`config.mk`:
```
export PLATFORM = sky130hd
export DESIGN_NAME = agnus_dma
export DESIGN_NICKNAME = d
export VERILOG_FILES = /design/src/rtl/dma_arb_pkg.sv /design/src/rtl/beam_slot_counter.sv /design/src/rtl/dma_control_reg.sv /design/src/rtl/bus_arbiter.sv /design/src/rtl/agnus_dma.sv
export SDC_FILE = /design/constraint.sdc
export NUM_CORES = 1
export LEC_CHECK = 0
export BUFFER_PORTS_ARGS = -buffer_cell sky130_fd_sc_hd__buf_2
export CORE_AREA = 2 2 108 110
export DETAILED_ROUTE_END_ITERATION = 12
export DIE_AREA = 0 0 110 112
export PLACE_DENSITY = 0.73
export SKIP_LAST_GASP = 1
export SYNTH_ARGS = -nofsm -noshare
export SYNTH_HDL_FRONTEND = slang
export SYNTH_SLANG_ARGS = --single-unit
```
`constraint.sdc`:
```
create_clock -name clk -period 3.07 [get_ports clk]
set_input_delay 0.307 -clock clk [delete_from_list [all_inputs] [get_ports clk]]
set_output_delay 0.307 -clock clk [all_outputs]
set_load 0.01 [all_outputs]
```
`src/rtl/dma_arb_pkg.sv`:
```
// shared types and constants for the chip-bus DMA arbiter, imported by every RTL block
package dma_arb_pkg;

  // --------------------
  // basic widths
  // --------------------
  typedef logic [15:0] word_t;      // custom chip data word
  typedef logic [19:0] chip_addr_t; // chip memory word address
  typedef logic [7:0]  reg_addr_t;  // custom register word address (256 words)
  typedef logic [8:0]  slot_t;      // horizontal slot index

  // --------------------
  // register map (word addresses)
  // --------------------
  localparam reg_addr_t REG_IDLE    = 8'hFF; // nothing selected on the register bus
  localparam reg_addr_t REG_DMACON  = 8'h4B; // byte address 0x096
  localparam reg_addr_t REG_DMACONR = 8'h01; // byte address 0x002

  // dma control register layout
  localparam int DMACON_SETCLR = 15; // 1 = set written bits, 0 = clear them
  localparam int DMACON_BITS   = 13; // stored width
  localparam int BLTPRI        = 10; // blitter nasty
  localparam int DMAEN         = 9;  // master enable
  localparam int BPLEN         = 8;
  localparam int COPEN         = 7;
  localparam int BLTEN         = 6;
  localparam int SPREN         = 5;

  // --------------------
  // line timing
  // --------------------
  localparam int    LINE_SLOTS     = 454;   // slots per line
  localparam slot_t REFRESH_SLOT_0 = 9'd5;  // fixed memory refresh slots
  localparam slot_t REFRESH_SLOT_1 = 9'd9;
  localparam slot_t REFRESH_SLOT_2 = 9'd13;
  localparam slot_t REFRESH_SLOT_3 = 9'd17;

  // blitter is blocked once the cpu has missed the bus this many times
  localparam logic [1:0] BLS_MAX = 2'd3;

  // bus owner, listed in priority order
  typedef enum logic [2:0] {
    OWN_DISK, OWN_REFRESH, OWN_AUDIO, OWN_BITPLANE,
    OWN_SPRITE, OWN_COPPER, OWN_BLITTER, OWN_CPU
  } owner_t;

  // one dma engine's request to the arbiter
  typedef struct packed {
    logic       req;
    chip_addr_t chip_addr;
    reg_addr_t  reg_addr;
    logic       wr;        // memory write, honoured for disk and blitter only
  } dma_chan_t;

  // cpu register access strobes
  typedef struct packed {
    logic      aen;  // register bank select
    logic      rd;
    logic      hwr;
    logic      lwr;
    reg_addr_t addr;
  } cpu_bus_t;

  // gated channel enables out of dmacon
  typedef struct packed {
    logic bitplane;
    logic sprite;
    logic copper;
    logic blitter;
    logic bltpri;
  } chan_en_t;

  // arbiter result driven onto the chip and register buses
  typedef struct packed {
    chip_addr_t chip_addr;
    reg_addr_t  reg_addr;
    logic       dbr;        // agnus owns the data bus
    logic       dbwe;       // dma memory write
    logic       cpu_custom; // cpu owns chip memory and registers
  } bus_grant_t;

endpackage

```
`src/rtl/beam_slot_counter.sv`:
```
// horizontal beam slot counter; feeds the arbiter with the slot, the refresh slots and cck
`timescale 1ns/100ps

module beam_slot_counter
  import dma_arb_pkg::*;
(
  input  logic  clk,
  input  logic  reset,
  output slot_t slot,    // current bus slot in the line
  output logic  refresh, // memory refresh owns this slot
  output logic  cck      // colour clock phase, odd slots
);

  localparam slot_t LAST_SLOT = slot_t'(LINE_SLOTS - 1);

  // --------------------
  // slot counter
  // --------------------
  // one clk is one bus slot, wraps at end of line
  always_ff @(posedge clk) begin
    if (reset) begin
      slot <= '0;
    end else if (slot == LAST_SLOT) begin
      slot <= '0; // start of next line
    end else begin
      slot <= slot + 9'd1;
    end
  end

  // --------------------
  // slot decode
  // --------------------
  // four fixed refresh slots at the start of each line
  always_comb begin
    refresh = (slot == REFRESH_SLOT_0) ||
              (slot == REFRESH_SLOT_1) ||
              (slot == REFRESH_SLOT_2) ||
              (slot == REFRESH_SLOT_3);
  end

  // chipset uses the odd slots, cpu gets the even ones
  assign cck = slot[0];

endmodule

```
`src/rtl/dma_control_reg.sv`:
```
// dmacon set/clear register with dmaconr status read; supplies the channel enables
`timescale 1ns/100ps

module dma_control_reg
  import dma_arb_pkg::*;
(
  input  logic      clk,
  input  logic      reset,
  input  reg_addr_t reg_addr,  // register bus from the arbiter
  input  word_t     data_in,
  input  logic      blit_busy, // blitter status for the read word
  input  logic      blit_zero,
  output chan_en_t  chan_en,
  output word_t     data_out   // zero unless dmaconr is addressed
);

  logic [DMACON_BITS-1:0] dmacon; // stored control bits
  logic                   wr_sel; // dmacon addressed this slot
  logic                   rd_sel; // dmaconr addressed this slot

  assign wr_sel = (reg_addr == REG_DMACON);
  assign rd_sel = (reg_addr == REG_DMACONR);

  // --------------------
  // control write
  // --------------------
  always_ff @(posedge clk) begin
    if (reset) begin
      dmacon <= '0;
    end else if (wr_sel) begin
      if (data_in[DMACON_SETCLR]) begin
        dmacon <= dmacon | data_in[DMACON_BITS-1:0];  // set the ones written
      end else begin
        dmacon <= dmacon & ~data_in[DMACON_BITS-1:0]; // clear the ones written
      end
    end
  end

  // --------------------
  // status read
  // --------------------
  // top bit reads as 0, then busy, zero and the stored bits
  always_comb begin
    if (rd_sel) begin
      data_out = {1'b0, blit_busy, blit_zero, dmacon};
    end else begin
      data_out = '0;
    end
  end

  // --------------------
  // channel enables
  // --------------------
  // each gated channel also needs the master enable
  always_comb begin
    chan_en.bitplane = dmacon[BPLEN] & dmacon[DMAEN];
    chan_en.sprite   = dmacon[SPREN] & dmacon[DMAEN];
    chan_en.copper   = dmacon[COPEN] & dmacon[DMAEN];
    chan_en.blitter  = dmacon[BLTEN] & dmacon[DMAEN];
    chan_en.bltpri   = dmacon[BLTPRI]; // nasty bit is not masked
  end

endmodule

```
`src/rtl/bus_arbiter.sv`:
```
// fixed-priority chip bus arbiter with blitter slowdown; picks the slot owner every clk
`timescale 1ns/100ps

module bus_arbiter
  import dma_arb_pkg::*;
(
  input  logic       clk,
  input  logic       reset,
  input  slot_t      slot,
  input  logic       refresh,      // refresh slot flag
  input  logic       cck,          // odd slot
  input  chan_en_t   chan_en,
  input  dma_chan_t  disk,
  input  dma_chan_t  audio,
  input  dma_chan_t  bitplane,
  input  dma_chan_t  sprite,
  input  dma_chan_t  copper,
  input  dma_chan_t  blitter,
  input  reg_addr_t  cpu_reg_addr, // already REG_IDLE when no strobe
  input  logic       bls,          // cpu missed the bus
  output bus_grant_t grant,
  output owner_t     owner,
  output logic       ack_sprite,
  output logic       ack_copper,
  output logic       ack_blitter
);

  logic [1:0] bls_cnt;     // slots in a row the cpu lost the bus
  logic       blt_blocked; // slowdown limit reached

  // --------------------
  // blitter slowdown
  // --------------------
  // only counted at the end of cpu (even) slots
  always_ff @(posedge clk) begin
    if (reset) begin
      bls_cnt <= '0;
    end else if (!cck) begin
      if (!bls || chan_en.bltpri) begin
        bls_cnt <= '0;             // cpu got through, or blitter has priority
      end else if (bls_cnt != BLS_MAX) begin
        bls_cnt <= bls_cnt + 2'd1; // saturate at the limit
      end
    end
  end

  assign blt_blocked = (bls_cnt == BLS_MAX);

  // --------------------
  // priority select
  // --------------------
  // first match wins in the order disk, refresh, audio, bitplane, sprite, copper, blitter
  always_comb begin
    if (disk.req)                                      owner = OWN_DISK;
    else if (refresh)                                  owner = OWN_REFRESH;
    else if (audio.req)                                owner = OWN_AUDIO;
    else if (bitplane.req && chan_en.bitplane)         owner = OWN_BITPLANE;
    else if (sprite.req && chan_en.sprite)             owner = OWN_SPRITE;
    else if (copper.req && chan_en.copper)             owner = OWN_COPPER;
    else if (blitter.req && chan_en.blitter && !blt_blocked) owner = OWN_BLITTER;
    else                                               owner = OWN_CPU;
  end

  // acks follow the owner, so at most one is high
  assign ack_sprite  = (owner == OWN_SPRITE);
  assign ack_copper  = (owner == OWN_COPPER);
  assign ack_blitter = (owner == OWN_BLITTER);

  // --------------------
  // bus mux
  // --------------------
  always_comb begin
    grant.chip_addr  = '0;
    grant.reg_addr   = REG_IDLE;
    grant.dbr        = 1'b1; // any dma owner takes the data bus
    grant.dbwe       = 1'b0;
    grant.cpu_custom = 1'b0;
    case (owner)
      OWN_DISK: begin
        grant.chip_addr = disk.chip_addr;
        grant.reg_addr  = disk.reg_addr;
        grant.dbwe      = disk.wr;     // disk may write memory
      end
      OWN_REFRESH: begin
        // address zero and no register come from the defaults
      end
      OWN_AUDIO: begin
        grant.chip_addr = audio.chip_addr;
        grant.reg_addr  = audio.reg_addr;
      end
      OWN_BITPLANE: begin
        grant.chip_addr = bitplane.chip_addr;
        grant.reg_addr  = bitplane.reg_addr;
      end
      OWN_SPRITE: begin
        grant.chip_addr = sprite.chip_addr;
        grant.reg_addr  = sprite.reg_addr;
      end
      OWN_COPPER: begin
        grant.chip_addr = copper.chip_addr;
        grant.reg_addr  = copper.reg_addr;
      end
      OWN_BLITTER: begin
        grant.chip_addr = blitter.chip_addr;
        grant.reg_addr  = blitter.reg_addr;
        grant.dbwe      = blitter.wr;  // blitter d channel write
      end
      default: begin
        // cpu slot where the register bus carries the cpu address
        grant.reg_addr   = cpu_reg_addr;
        grant.dbr        = 1'b0;
        grant.cpu_custom = 1'b1;
      end
    endcase
  end

endmodule

```
`src/rtl/agnus_dma.sv`:
```
// top of the dma slot arbiter; decodes the cpu register access and joins counter, dmacon, arbiter
`timescale 1ns/100ps

module agnus_dma
  import dma_arb_pkg::*;
(
  input  logic       clk,
  input  logic       reset,
  input  cpu_bus_t   cpu,        // cpu register strobes and address
  input  word_t      data_in,
  input  dma_chan_t  disk,       // engine requests, highest priority first
  input  dma_chan_t  audio,
  input  dma_chan_t  bitplane,
  input  dma_chan_t  sprite,
  input  dma_chan_t  copper,
  input  dma_chan_t  blitter,
  input  logic       blit_busy,
  input  logic       blit_zero,
  input  logic       bls,        // cpu missed the bus
  output bus_grant_t grant,
  output owner_t     owner,
  output logic       ack_sprite,
  output logic       ack_copper,
  output logic       ack_blitter,
  output word_t      data_out,
  output slot_t      slot
);

  logic      refresh;      // refresh slot flag
  logic      cck;          // colour clock phase
  chan_en_t  chan_en;      // enables from dmacon
  reg_addr_t cpu_reg_addr; // decoded cpu register address

  // --------------------
  // cpu address decode
  // --------------------
  // register address only with bank select and a strobe
  assign cpu_reg_addr = (cpu.aen && (cpu.rd || cpu.hwr || cpu.lwr)) ? cpu.addr : REG_IDLE;

  beam_slot_counter u_slot (
    .clk     (clk),
    .reset   (reset),
    .slot    (slot),
    .refresh (refresh),
    .cck     (cck)
  );

  // decodes the arbitrated register bus, not the raw cpu address
  dma_control_reg u_dmacon (
    .clk       (clk),
    .reset     (reset),
    .reg_addr  (grant.reg_addr),
    .data_in   (data_in),
    .blit_busy (blit_busy),
    .blit_zero (blit_zero),
    .chan_en   (chan_en),
    .data_out  (data_out)
  );

  bus_arbiter u_arb (
    .clk          (clk),
    .reset        (reset),
    .slot         (slot),
    .refresh      (refresh),
    .cck          (cck),
    .chan_en      (chan_en),
    .disk         (disk),
    .audio        (audio),
    .bitplane     (bitplane),
    .sprite       (sprite),
    .copper       (copper),
    .blitter      (blitter),
    .cpu_reg_addr (cpu_reg_addr),
    .bls          (bls),
    .grant        (grant),
    .owner        (owner),
    .ack_sprite   (ack_sprite),
    .ack_copper   (ack_copper),
    .ack_blitter  (ack_blitter)
  );

endmodule

```
==> results by group, run 1 <==
Outcome
  – Status: finished with violations
  – Failing checks: setup timing

STA
  – Max-slew violation count: 0
  – Post-layout min period: 3.57 ns
  – Final Setup Violations: 28
  – Fmax: 0.280 GHz
  – Worst rel slew slack: 62.6%
  – RSZ-0062 raised after global routing: yes
  – Final Hold Slack: 0.442 ns
  – Endpoints failing hold: 0
  – Worst Skew: 0.00187 ns
  – Worst Max-Slew Pin Slew: 0.556 ns
  – Crit share post-route: 116%
  – Worst Setup Slack, final: -0.502 ns

Clock network
  – CTS tree: yes
  – Clk sink count: 24
  – Hold Buf Count CTS: 0
  – Root Buffer: clkbuf_16
  – Reg clk slew, reported paths: 0.06 ns
  – Clk buf depth: 2
  – H-tree depth: 1
  – Cts bufs inserted: 3
  – Worst-Skew Late Latency: 0.26 ns

Setup path
  – Crit path to: data_out[10]
  – Worst flop-to-flop path startpoint: u_slot.slot[1]
  – R2R depth: 15
  – Critical Path RT: 2.76 ns
  – Arr. time, crit path: 3.26 ns
  – CP Launch Point: u_slot.slot[1]
  – CP Class: register to output pin
  – Crit end category: output pin
  – Reg2Reg Setup Slack: -0.13 ns
  – CP startpoint kind: register
  – CP Max Fanout: 10

Final layout
  – Layout cell share with drive strength beyond 1: 57.5%
  – Layout area overhead: 86.5%
  – Fill cells: 1111
  – Nets: 927
  – Area of all placed cells without fillers: 0.00546 mm^2
  – Finished Layout Cells: 854

Synth
  – Seq/Total Area, Yosys: 16.4%
  – Synth Area in Simple Gates: 29.2%
  – Synth area leaders: dfxtp_1 (16%), a222oi_1 (6.5%), a22oi_1 (6.4%), o211ai_1 (5.4%), nor4_2 (4.7%)
  – EDFF count, synth: 0
  – Syn Area/Cell: 7.53 um^2
  – XOR/XNOR Fraction of Synth Area: 2.09%
  – Netlist Area Pre-Place: 0.00293 mm^2
  – Most frequent cell after synthesis: nand2_1
  – Syn nets: 605
  – Top cell type's share of synthesized area: 16.4%
  – Synth Area in Compound Gates: 39.9%
  – Synth area leader: dfxtp_1
  – Synthesized flop and latch total: 24
  – Commonest cells in the netlist: nand2_1 (33), clkbuf_1 (30), a22oi_1 (25), dfxtp_1 (24), o211ai_1 (21)
  – Cell count after synthesis: 389
  – Portion of netlist area occupied by mux cells: 2.43%
  – Library cells used by synthesis: 62
  – Async SR Flop Fraction: 0%
  – Adder-cell share of the synthesized area: 1.28%
  – Ys Warns: 0
  – Largest family of logic cells by synthesized area: compound AO/OA/AOI/OAI gates
  – Synth Flop Type: dfxtp_1

Place
  – Post-DP HPWL: 13.0 mm
  – GP Congestion: 0.915
  – Cell count after placement: 828
  – PortBufs: 267
  – Area after DPL: 0.00498 mm^2

Routing
  – WL final: 16.4 mm
  – Via count: 4737
  – First-pass detailed-route iteration total: 8
  – Remaining routing DRC violations: 0
  – Vias per std cell: 5.55
  – DR WL/cell: 19.2 um
  – Routed Antenna Nets: 0
  – DRT iter0 DRCs: 460

Global route
  – Largest net degree at the start of global routing: 23
  – First-pass GRT wire length: 23.5 mm
  – Total global routing track utilization: 24.6%
  – Total grt overflow: 0
  – Initial antenna violation count: 3
  – Vias in the first global route: 4292

Power and ir drop
  – Leak Pwr: 0.00250 uW
  – Maximum vdd ir drop: 0.237 mV
  – Final Power: 1260 uW
  – Power Density: 231 mW/mm^2

Die
  – Core Box Area: 0.0112 mm^2
  – Die Area: 0.0123 mm^2
  – Row count: 39
  – Initial Utilization: 26.2%
  – Die W: 110 um
  – Die height: 112 um
  – I/O pin total: 275

Flow run
  – Max-cap viol count: 0

Min path
  – Hold Path Class: primary input to register
## per-stage QoR
step	worst slack (ns)	setup TNS [ns]	utilization (%)
global placement	-0.235	-2.50	44.6
finish	-0.502	-6.78	48.9
detailed placement	-0.293	-3.36	44.6
CTS	-0.479	-6.76	47.8
floorplan	-0.182	-1.35	-
global route	-0.608	-10.26	48.9
## repair_timing
| item | in CTS | in global routing |
|---|---|---|
| pin swaps | 10 | 8 |
| buffers inserted | 14 | 4 |
| gates resized for setup | 22 | 15 |
| endpoints found under the setup margin | 30 | 36 |
| cloned | 4 | 1 |
## final cells by class
class                   instances  area [um^2]  share of cell area [%]
diodes                          1         2.50                  0.0458
repair buffers                356         2150                    39.4
inverters                      20         85.1                    1.56
clock buffers                   4         78.8                    1.44
flip-flops and latches         24          488                    8.93
repair inverters                1         6.26                   0.115
well taps                     143          179                    3.28
multi-input cells             305         2470                    45.2
## layer usage
layer	track usage, %	up-vias	share of wire, %
met5	0	-	0.079
li1	-	2210	-
met4	3.71	2	1.5
met2	38.7	252	46
met3	6.97	24	11
met1	33.8	2249	42
## layout by cell type (no fill, tap or decap), drive strengths merged, types with 10 or more instances in the layout
| cell | n |
|---|---|
| inv | 21 |
| nor3 | 13 |
| dfxtp | 24 |
| a21oi | 20 |
| a222oi | 19 |
| a31o | 15 |
| nor4 | 14 |
| a22oi | 25 |
| nor2 | 19 |
| o211ai | 21 |
| nand3 | 10 |
| buf | 355 |
| and2 | 11 |
| nand2 | 33 |
| nand4 | 15 |
| and4 | 13 |
## critical path, stage by stage, from the launching register on
cell and delay [ns]:
dfxtp_4 0.35, inv_4 0.05, ha_4 0.12, or4b_4 0.49, nor4_4 0.22, o31ai_1 0.09
or3_1 0.30, o32a_1 0.38, or3_4 0.38, buf_12 0.18, nor4_4 0.28, buf_2 0.17
## power breakdown
part           switching (uW)  internal (uW)
clock                     114            178
sequential               4.95            317
combinational             330            321
## kinds of logic (layout without fill, tap and decap cells)
logic type | count (synthesis) | after routing
AO/OA/AOI/OAI | 145 | 145
AND/OR/NAND/NOR | 142 | 142
buffers and inverters | 60 | 381
flip-flops | 24 | 24
XOR/XNOR | 7 | 7
multiplexers | 7 | 7
adder cells (fa/ha/maj) | 3 | 3
other | 1 | 2
## worst min-delay path by stage
stage,from,to,cells after the start
floorplan,u_slot.slot[0],u_slot.slot[0],1
global route,data_in[15],register,3
detailed placement,u_arb.bls_cnt[1],u_arb.bls_cnt[1],2
finish,reset,u_arb.bls_cnt[1],2
CTS,reset,u_arb.bls_cnt[1],2
global placement,u_arb.bls_cnt[1],u_arb.bls_cnt[1],2
Note: power is estimated with default switching activity, not from simulation.
==> inputs of run 2 (changes only) <==
--- a/config.mk
+++ b/config.mk
@@ -5,12 +5,13 @@
 export SDC_FILE = /design/constraint.sdc
 export NUM_CORES = 1
 export LEC_CHECK = 0
-export BUFFER_PORTS_ARGS = -buffer_cell sky130_fd_sc_hd__buf_2
+export BUFFER_PORTS_ARGS = -buffer_cell sky130_fd_sc_hd__clkbuf_2
 export CORE_AREA = 2 2 108 110
 export DETAILED_ROUTE_END_ITERATION = 12
 export DIE_AREA = 0 0 110 112
 export PLACE_DENSITY = 0.73
 export SKIP_LAST_GASP = 1
+export SLEW_MARGIN = 25
 export SYNTH_ARGS = -nofsm -noshare
 export SYNTH_HDL_FRONTEND = slang
 export SYNTH_SLANG_ARGS = --single-unit
==> results by group, run 2 (synthesized netlist as in run 1, its figures left out) <==
Clock network
  – Reg clk slew, reported paths: 0.07 ns
  – Cts bufs inserted: 3
  – Clk buf depth: 2
  – Worst-Skew Late Latency: 0.26 ns
  – Clk sink count: 24
  – Hold Buf Count CTS: 0
  – Root Buffer: clkbuf_16
  – CTS tree: yes
  – H-tree depth: 1

Die
  – Die height: 112 um
  – Row count: 39
  – Core Box Area: 0.0112 mm^2
  – Die W: 110 um
  – Initial Utilization: 26.2%
  – Die Area: 0.0123 mm^2
  – I/O pin total: 275

Setup path
  – Arr. time, crit path: 3.30 ns
  – R2R depth: 14
  – CP Max Fanout: 10
  – Worst flop-to-flop path startpoint: u_slot.slot[1]
  – CP Class: register to output pin
  – Critical Path RT: 2.76 ns
  – Crit end category: output pin
  – CP startpoint kind: register
  – CP Launch Point: u_slot.slot[1]

Power and ir drop
  – Net Sw Frac: 35.1%
  – Clock network power share: 24.6%
  – Int Power: 832 uW
  – Switch Pwr: 450 uW
  – Logic pwr share: 50.3%
  – Leak Pwr: 0.00254 uW
  – Maximum vdd ir drop: 0.255 mV
  – Share of total power in sequential cells: 25.0%
  – Power Density: 235 mW/mm^2

Final layout
  – Antenna diode count: 0
  – Multi-input gate area: 0.00248 mm^2
  – Most frequent cells in the layout: clkbuf_2 (256), buf_4 (70), nand2_1 (33), a22oi_1 (24), dfxtp_1 (22)
  – Final core utilization: 48.8%
  – Layout area overhead: 86.1%
  – Layout cell share with drive strength beyond 1: 57.7%
  – Storage cell area: 488 um^2
  – Fill cells: 1107
  – Nets: 926
  – Commonest non-fill, non-tap cell in the layout: clkbuf_2

STA
  – Worst Skew: 0.0109 ns
  – Worst Setup Slack, final: -0.536 ns
  – Worst rel slew slack: 59.9%
  – RSZ-0062 raised after global routing: yes
  – Post-layout min period: 3.61 ns
  – Worst Max-Slew Pin Slew: 0.596 ns
  – Endpoints failing hold: 0
  – Final Setup Violations: 26
  – Final Hold Slack: 0.451 ns
  – Max-slew violation count: 0
  – Fmax: 0.277 GHz
  – Crit share post-route: 117%

Routing
  – Routed Antenna Nets: 0
  – Remaining routing DRC violations: 0
  – DRT iter0 DRCs: 424
  – WL final: 16.5 mm
  – DR WL/cell: 19.4 um
  – Vias per std cell: 5.46
  – First-pass detailed-route iteration total: 9
  – Via count: 4656

Outcome
  – Failing checks: setup timing
  – Status: finished with violations

Global route
  – GRT met2 Usage: 38.4%
  – Total global routing track utilization: 24.5%
  – Initial antenna violation count: 0
  – Largest net degree at the start of global routing: 27
  – Total grt overflow: 0
  – Global-route track usage on met1: 34.8%
  – Busiest grt layer: met2
  – Vias in the first global route: 4283
  – Met3 Usage GRT: 5.68%
  – First-pass GRT wire length: 23.5 mm

Min path
  – Hold Path Origin: data_in[4]
  – Hold Path Stages: 4
  – Hold Path Class: primary input to register

Place
  – GP Congestion: 0.932
  – PortBufs: 267
  – Post-DP HPWL: 13.2 mm

Flow run
  – Max-cap viol count: 0
-- run 2: cell types whose count changed in the layout (fill, tap and decap cells not counted), sizes merged --
cell | before | now
clkbuf | 4 | 262
buf | 355 | 97
clkdlybuf4s15 | 1 | 0
diode | 1 | 0
-- run 2: cell type report --
class,count,share of cell area [%]
Clock buffer,4,1.63
Inverter,20,1.47
Multi-Input combinational cell,305,45.5
Sequential cell,24,8.95
Tap cell,143,3.28
Timing Repair Buffer,355,39.1
Timing Repair inverter,1,0.0689
-- run 2: final timing paths --
check / end / slack (ns)
worst max-delay path: data_out[10] / -0.54
worst min-delay path: register / 0.45
worst max register to register: register / -0.08
worst min register to register: u_arb.bls_cnt[1] / 0.52
-- run 2: what timing repair did --
item / 4_1_cts / 5_1_grt
hold endpoints to repair: 0 / 0
endpoints found under the setup margin: 29 / 51
pin swaps: 2 / 20
gates resized for setup: 19 / 26
gates cloned: 1 / 4
setup buffers: 8 / 10
-- run 2: worst max-delay path: stages, from the launching register on --
cell	delay [ns]
dfxtp_4	0.34
inv_2	0.06
ha_4	0.13
or4b_4	0.50
nor4_4	0.24
buf_4	0.18
nor2_4	0.04
a221oi_2	0.28
o21ai_2	0.14
a2111o_1	0.54
buf_12	0.23
nor4_4	0.19
clkbuf_2	0.16
-- run 2: metal layers --
| layer | share of wire (%) | wire length [um] |
|---|---|---|
| met1 | 43 | 7010 |
| met2 | 46 | 7600 |
| met3 | 10 | 1670 |
| met4 | 1.3 | 213 |
| met5 | 0 | 0 |
-- run 2: per-stage QoR --
stage | worst slack [ns] | std cells | total power, uW | TNS [ns] | cell area, um^2
3_5_place_dp | -0.267 | 827 | 881 | -3.91 | 4990
2_1_floorplan | -0.182 | 389 | 595 | -1.35 | 3120
3_3_place_gp | -0.229 | 827 | 875 | -2.57 | 4990
4_1_cts | -0.499 | 840 | 1230 | -6.89 | 5230
5_1_grt | -0.619 | 852 | 1340 | -10.67 | 5450
6_report | -0.536 | 852 | 1280 | -7.56 | 5450
-- run 2: power by group through the flow --
stage	Combinational [uW]	Clock, uW	Sequential, uW
2_1_floorplan	264	0	330
5_1_grt	687	333	321
3_3_place_gp	547	0	328
6_report	645	316	321
4_1_cts	592	322	321
3_5_place_dp	553	0	328
==> inputs of run 3 (changes only) <==
--- a/config.mk
+++ b/config.mk
@@ -9,6 +9,7 @@
 export CORE_AREA = 2 2 108 110
 export DETAILED_ROUTE_END_ITERATION = 12
 export DIE_AREA = 0 0 110 112
+export GPL_TIMING_DRIVEN = 0
 export PLACE_DENSITY = 0.73
 export SKIP_LAST_GASP = 1
 export SLEW_MARGIN = 25
==> results by group, run 3 (synthesized netlist as in run 1, its figures left out) <==
Routing
  – Met2 WL: 7.76 mm
  – Remaining routing DRC violations: 0
  – DR WL/cell: 19.5 um
  – WL final: 16.4 mm
  – Vias per std cell: 5.44
  – Max Used Layer: met4
  – First-pass detailed-route iteration total: 9
  – Wl on met1: 7.08 mm
  – Routed Antenna Nets: 0
  – DRT iter0 DRCs: 460
  – Via count: 4579
  – Metal3 WL: 1.38 mm

Die
  – Die W: 110 um
  – Core Box Area: 0.0112 mm^2
  – Initial Utilization: 26.2%
  – I/O pin total: 275
  – Die Area: 0.0123 mm^2
  – Die height: 112 um
  – Row count: 39

Final layout
  – Layout cell share with drive strength beyond 1: 59.1%
  – Area of all placed cells without fillers: 0.00547 mm^2
  – Final core utilization: 48.9%
  – Antenna diode count: 0
  – Commonest non-fill, non-tap cell in the layout: clkbuf_2
  – Most frequent cells in the layout: clkbuf_2 (242), nand2_1 (32), buf_4 (31), buf_6 (24), buf_2 (24)
  – Fill cells: 1112
  – Layout area overhead: 86.6%
  – Nets: 916

Setup path
  – Max stage delay cell, worst path: a2111o_1
  – CP Buf/Inv Count: 6
  – CP Max Fanout: 8
  – Cell breakdown of the critical path: o21a_2 -> nor4_4 -> buf_4 -> buf_4 -> buf_6 -> a211o_4 -> buf_12 -> or3_1 -> a2111o_1 -> buf_4 -> nor4_2 -> buf_2
  – Crit-path leading delay family: compound AO/OA/AOI/OAI gates
  – Critical Path RT: 2.76 ns
  – CP startpoint kind: register
  – CP Class: register to output pin
  – Most common cell type on the critical path: buf_4
  – Max incr delay on CP: 0.52 ns
  – Arr. time, crit path: 3.50 ns
  – Crit end category: output pin

STA
  – Crit share post-route: 124%
  – Worst Max-Slew Pin Slew: 0.651 ns
  – Fmax: 0.263 GHz
  – RSZ-0062 raised after global routing: yes
  – Worst Setup Slack, final: -0.733 ns
  – Final Setup Violations: 34
  – Worst Skew: 0.00273 ns
  – Post-layout min period: 3.80 ns
  – Worst rel slew slack: 56.6%
  – Max-slew violation count: 0
  – Endpoints failing hold: 0

Power and ir drop
  – Maximum vdd ir drop: 0.277 mV
  – Clock network power share: 23.2%
  – Share of total power in sequential cells: 25.0%
  – Int Power: 824 uW
  – Net Sw Frac: 35.8%
  – Leak Pwr: 0.00246 uW
  – Switch Pwr: 459 uW
  – Final Power: 1280 uW
  – Logic pwr share: 51.8%
  – Power Density: 235 mW/mm^2

Place
  – PortBufs: 265
  – Area after DPL: 0.00462 mm^2
  – Placement Setup Slack: -0.944 ns
  – GP Congestion: 0.877
  – Post-DP HPWL: 12.8 mm

Clock network
  – Clk sink count: 24
  – CTS tree: yes
  – Reg clk slew, reported paths: 0.07 ns
  – Worst-Skew Late Latency: 0.26 ns
  – H-tree depth: 1
  – Root Buffer: clkbuf_16
  – Cts bufs inserted: 3
  – Hold Buf Count CTS: 0
  – Clk buf depth: 2

Outcome
  – Failing checks: setup timing
  – Status: finished with violations

Global route
  – Total grt overflow: 0
  – Total global routing track utilization: 24.5%
  – First-pass GRT wire length: 23.3 mm
  – Vias in the first global route: 4244
  – Initial antenna violation count: 1
  – Largest net degree at the start of global routing: 14

Flow run
  – Max-cap viol count: 0

Min path
  – Hold Path Class: primary input to register
-- run 3: changes by cell type in the layout (fill, tap and decap cells not counted), sizes merged --
cell,before,now
clkbuf,262,264
inv,21,20
buf,97,86
-- run 3: cell type report --
cell class	count	area (um^2)	share of cell area [%]
Buffer	34	259	4.74
Clock buffer	4	78.8	1.44
Inverter	20	75.1	1.37
Multi-Input combinational cell	305	2580	47.3
Sequential cell	24	489	8.95
Tap cell	143	179	3.27
Timing Repair Buffer	312	1800	33.0
-- run 3: worst paths after layout --
check | depth (start not counted) | to | start | slack (ns)
worst min-delay path | 3 | register | data_in[15] | 0.32
worst max register to register | 14 | register | u_slot.slot[4] | -0.14
worst max-delay path | 12 | data_out[0] | u_slot.slot[4] | -0.73
worst min register to register | 2 | u_arb.bls_cnt[1] | u_arb.bls_cnt[1] | 0.53
-- run 3: tightest hold or removal path: stages --
cell and delay [ns]:
clkbuf_2 0.11, nand4_1 0.07, a21oi_1 0.05
-- run 3: timing repair --
item / 4_1_cts / 5_1_grt
resized for setup: 52 / 89
pin swaps: 33 / 39
setup endpoints to repair: 58 / 54
cloned: 4 / 0
buffers inserted: 29 / 14
-- run 3: stage by stage --
stage / hold WS [ns] / cells / TNS [ns]
floorplan: 0.459 / 389 / -1.35
global placement: 0.493 / 797 / -27.23
detailed placement: 0.503 / 797 / -28.01
CTS: 0.334 / 832 / -14.62
global route: 0.346 / 842 / -16.99
finish: 0.323 / 842 / -12.12
-- run 3: per-layer routing --
layer  global-route usage (%)  vias up
met5                        0        -
met4                     2.28        0
met3                     4.86       12
met2                     39.7      209
met1                     34.6     2171
li1                         -     2187
-- run 3: power groups by stage --
| stage | Sequential (uW) | Combinational [uW] | Clock, uW |
|---|---|---|---|
| final | 320 | 665 | 298 |
| after global placement | 331 | 509 | 0 |
| after CTS | 320 | 606 | 298 |
| after floorplan | 330 | 264 | 0 |
| after global routing | 321 | 709 | 310 |
| after detailed placement | 331 | 511 | 0 |
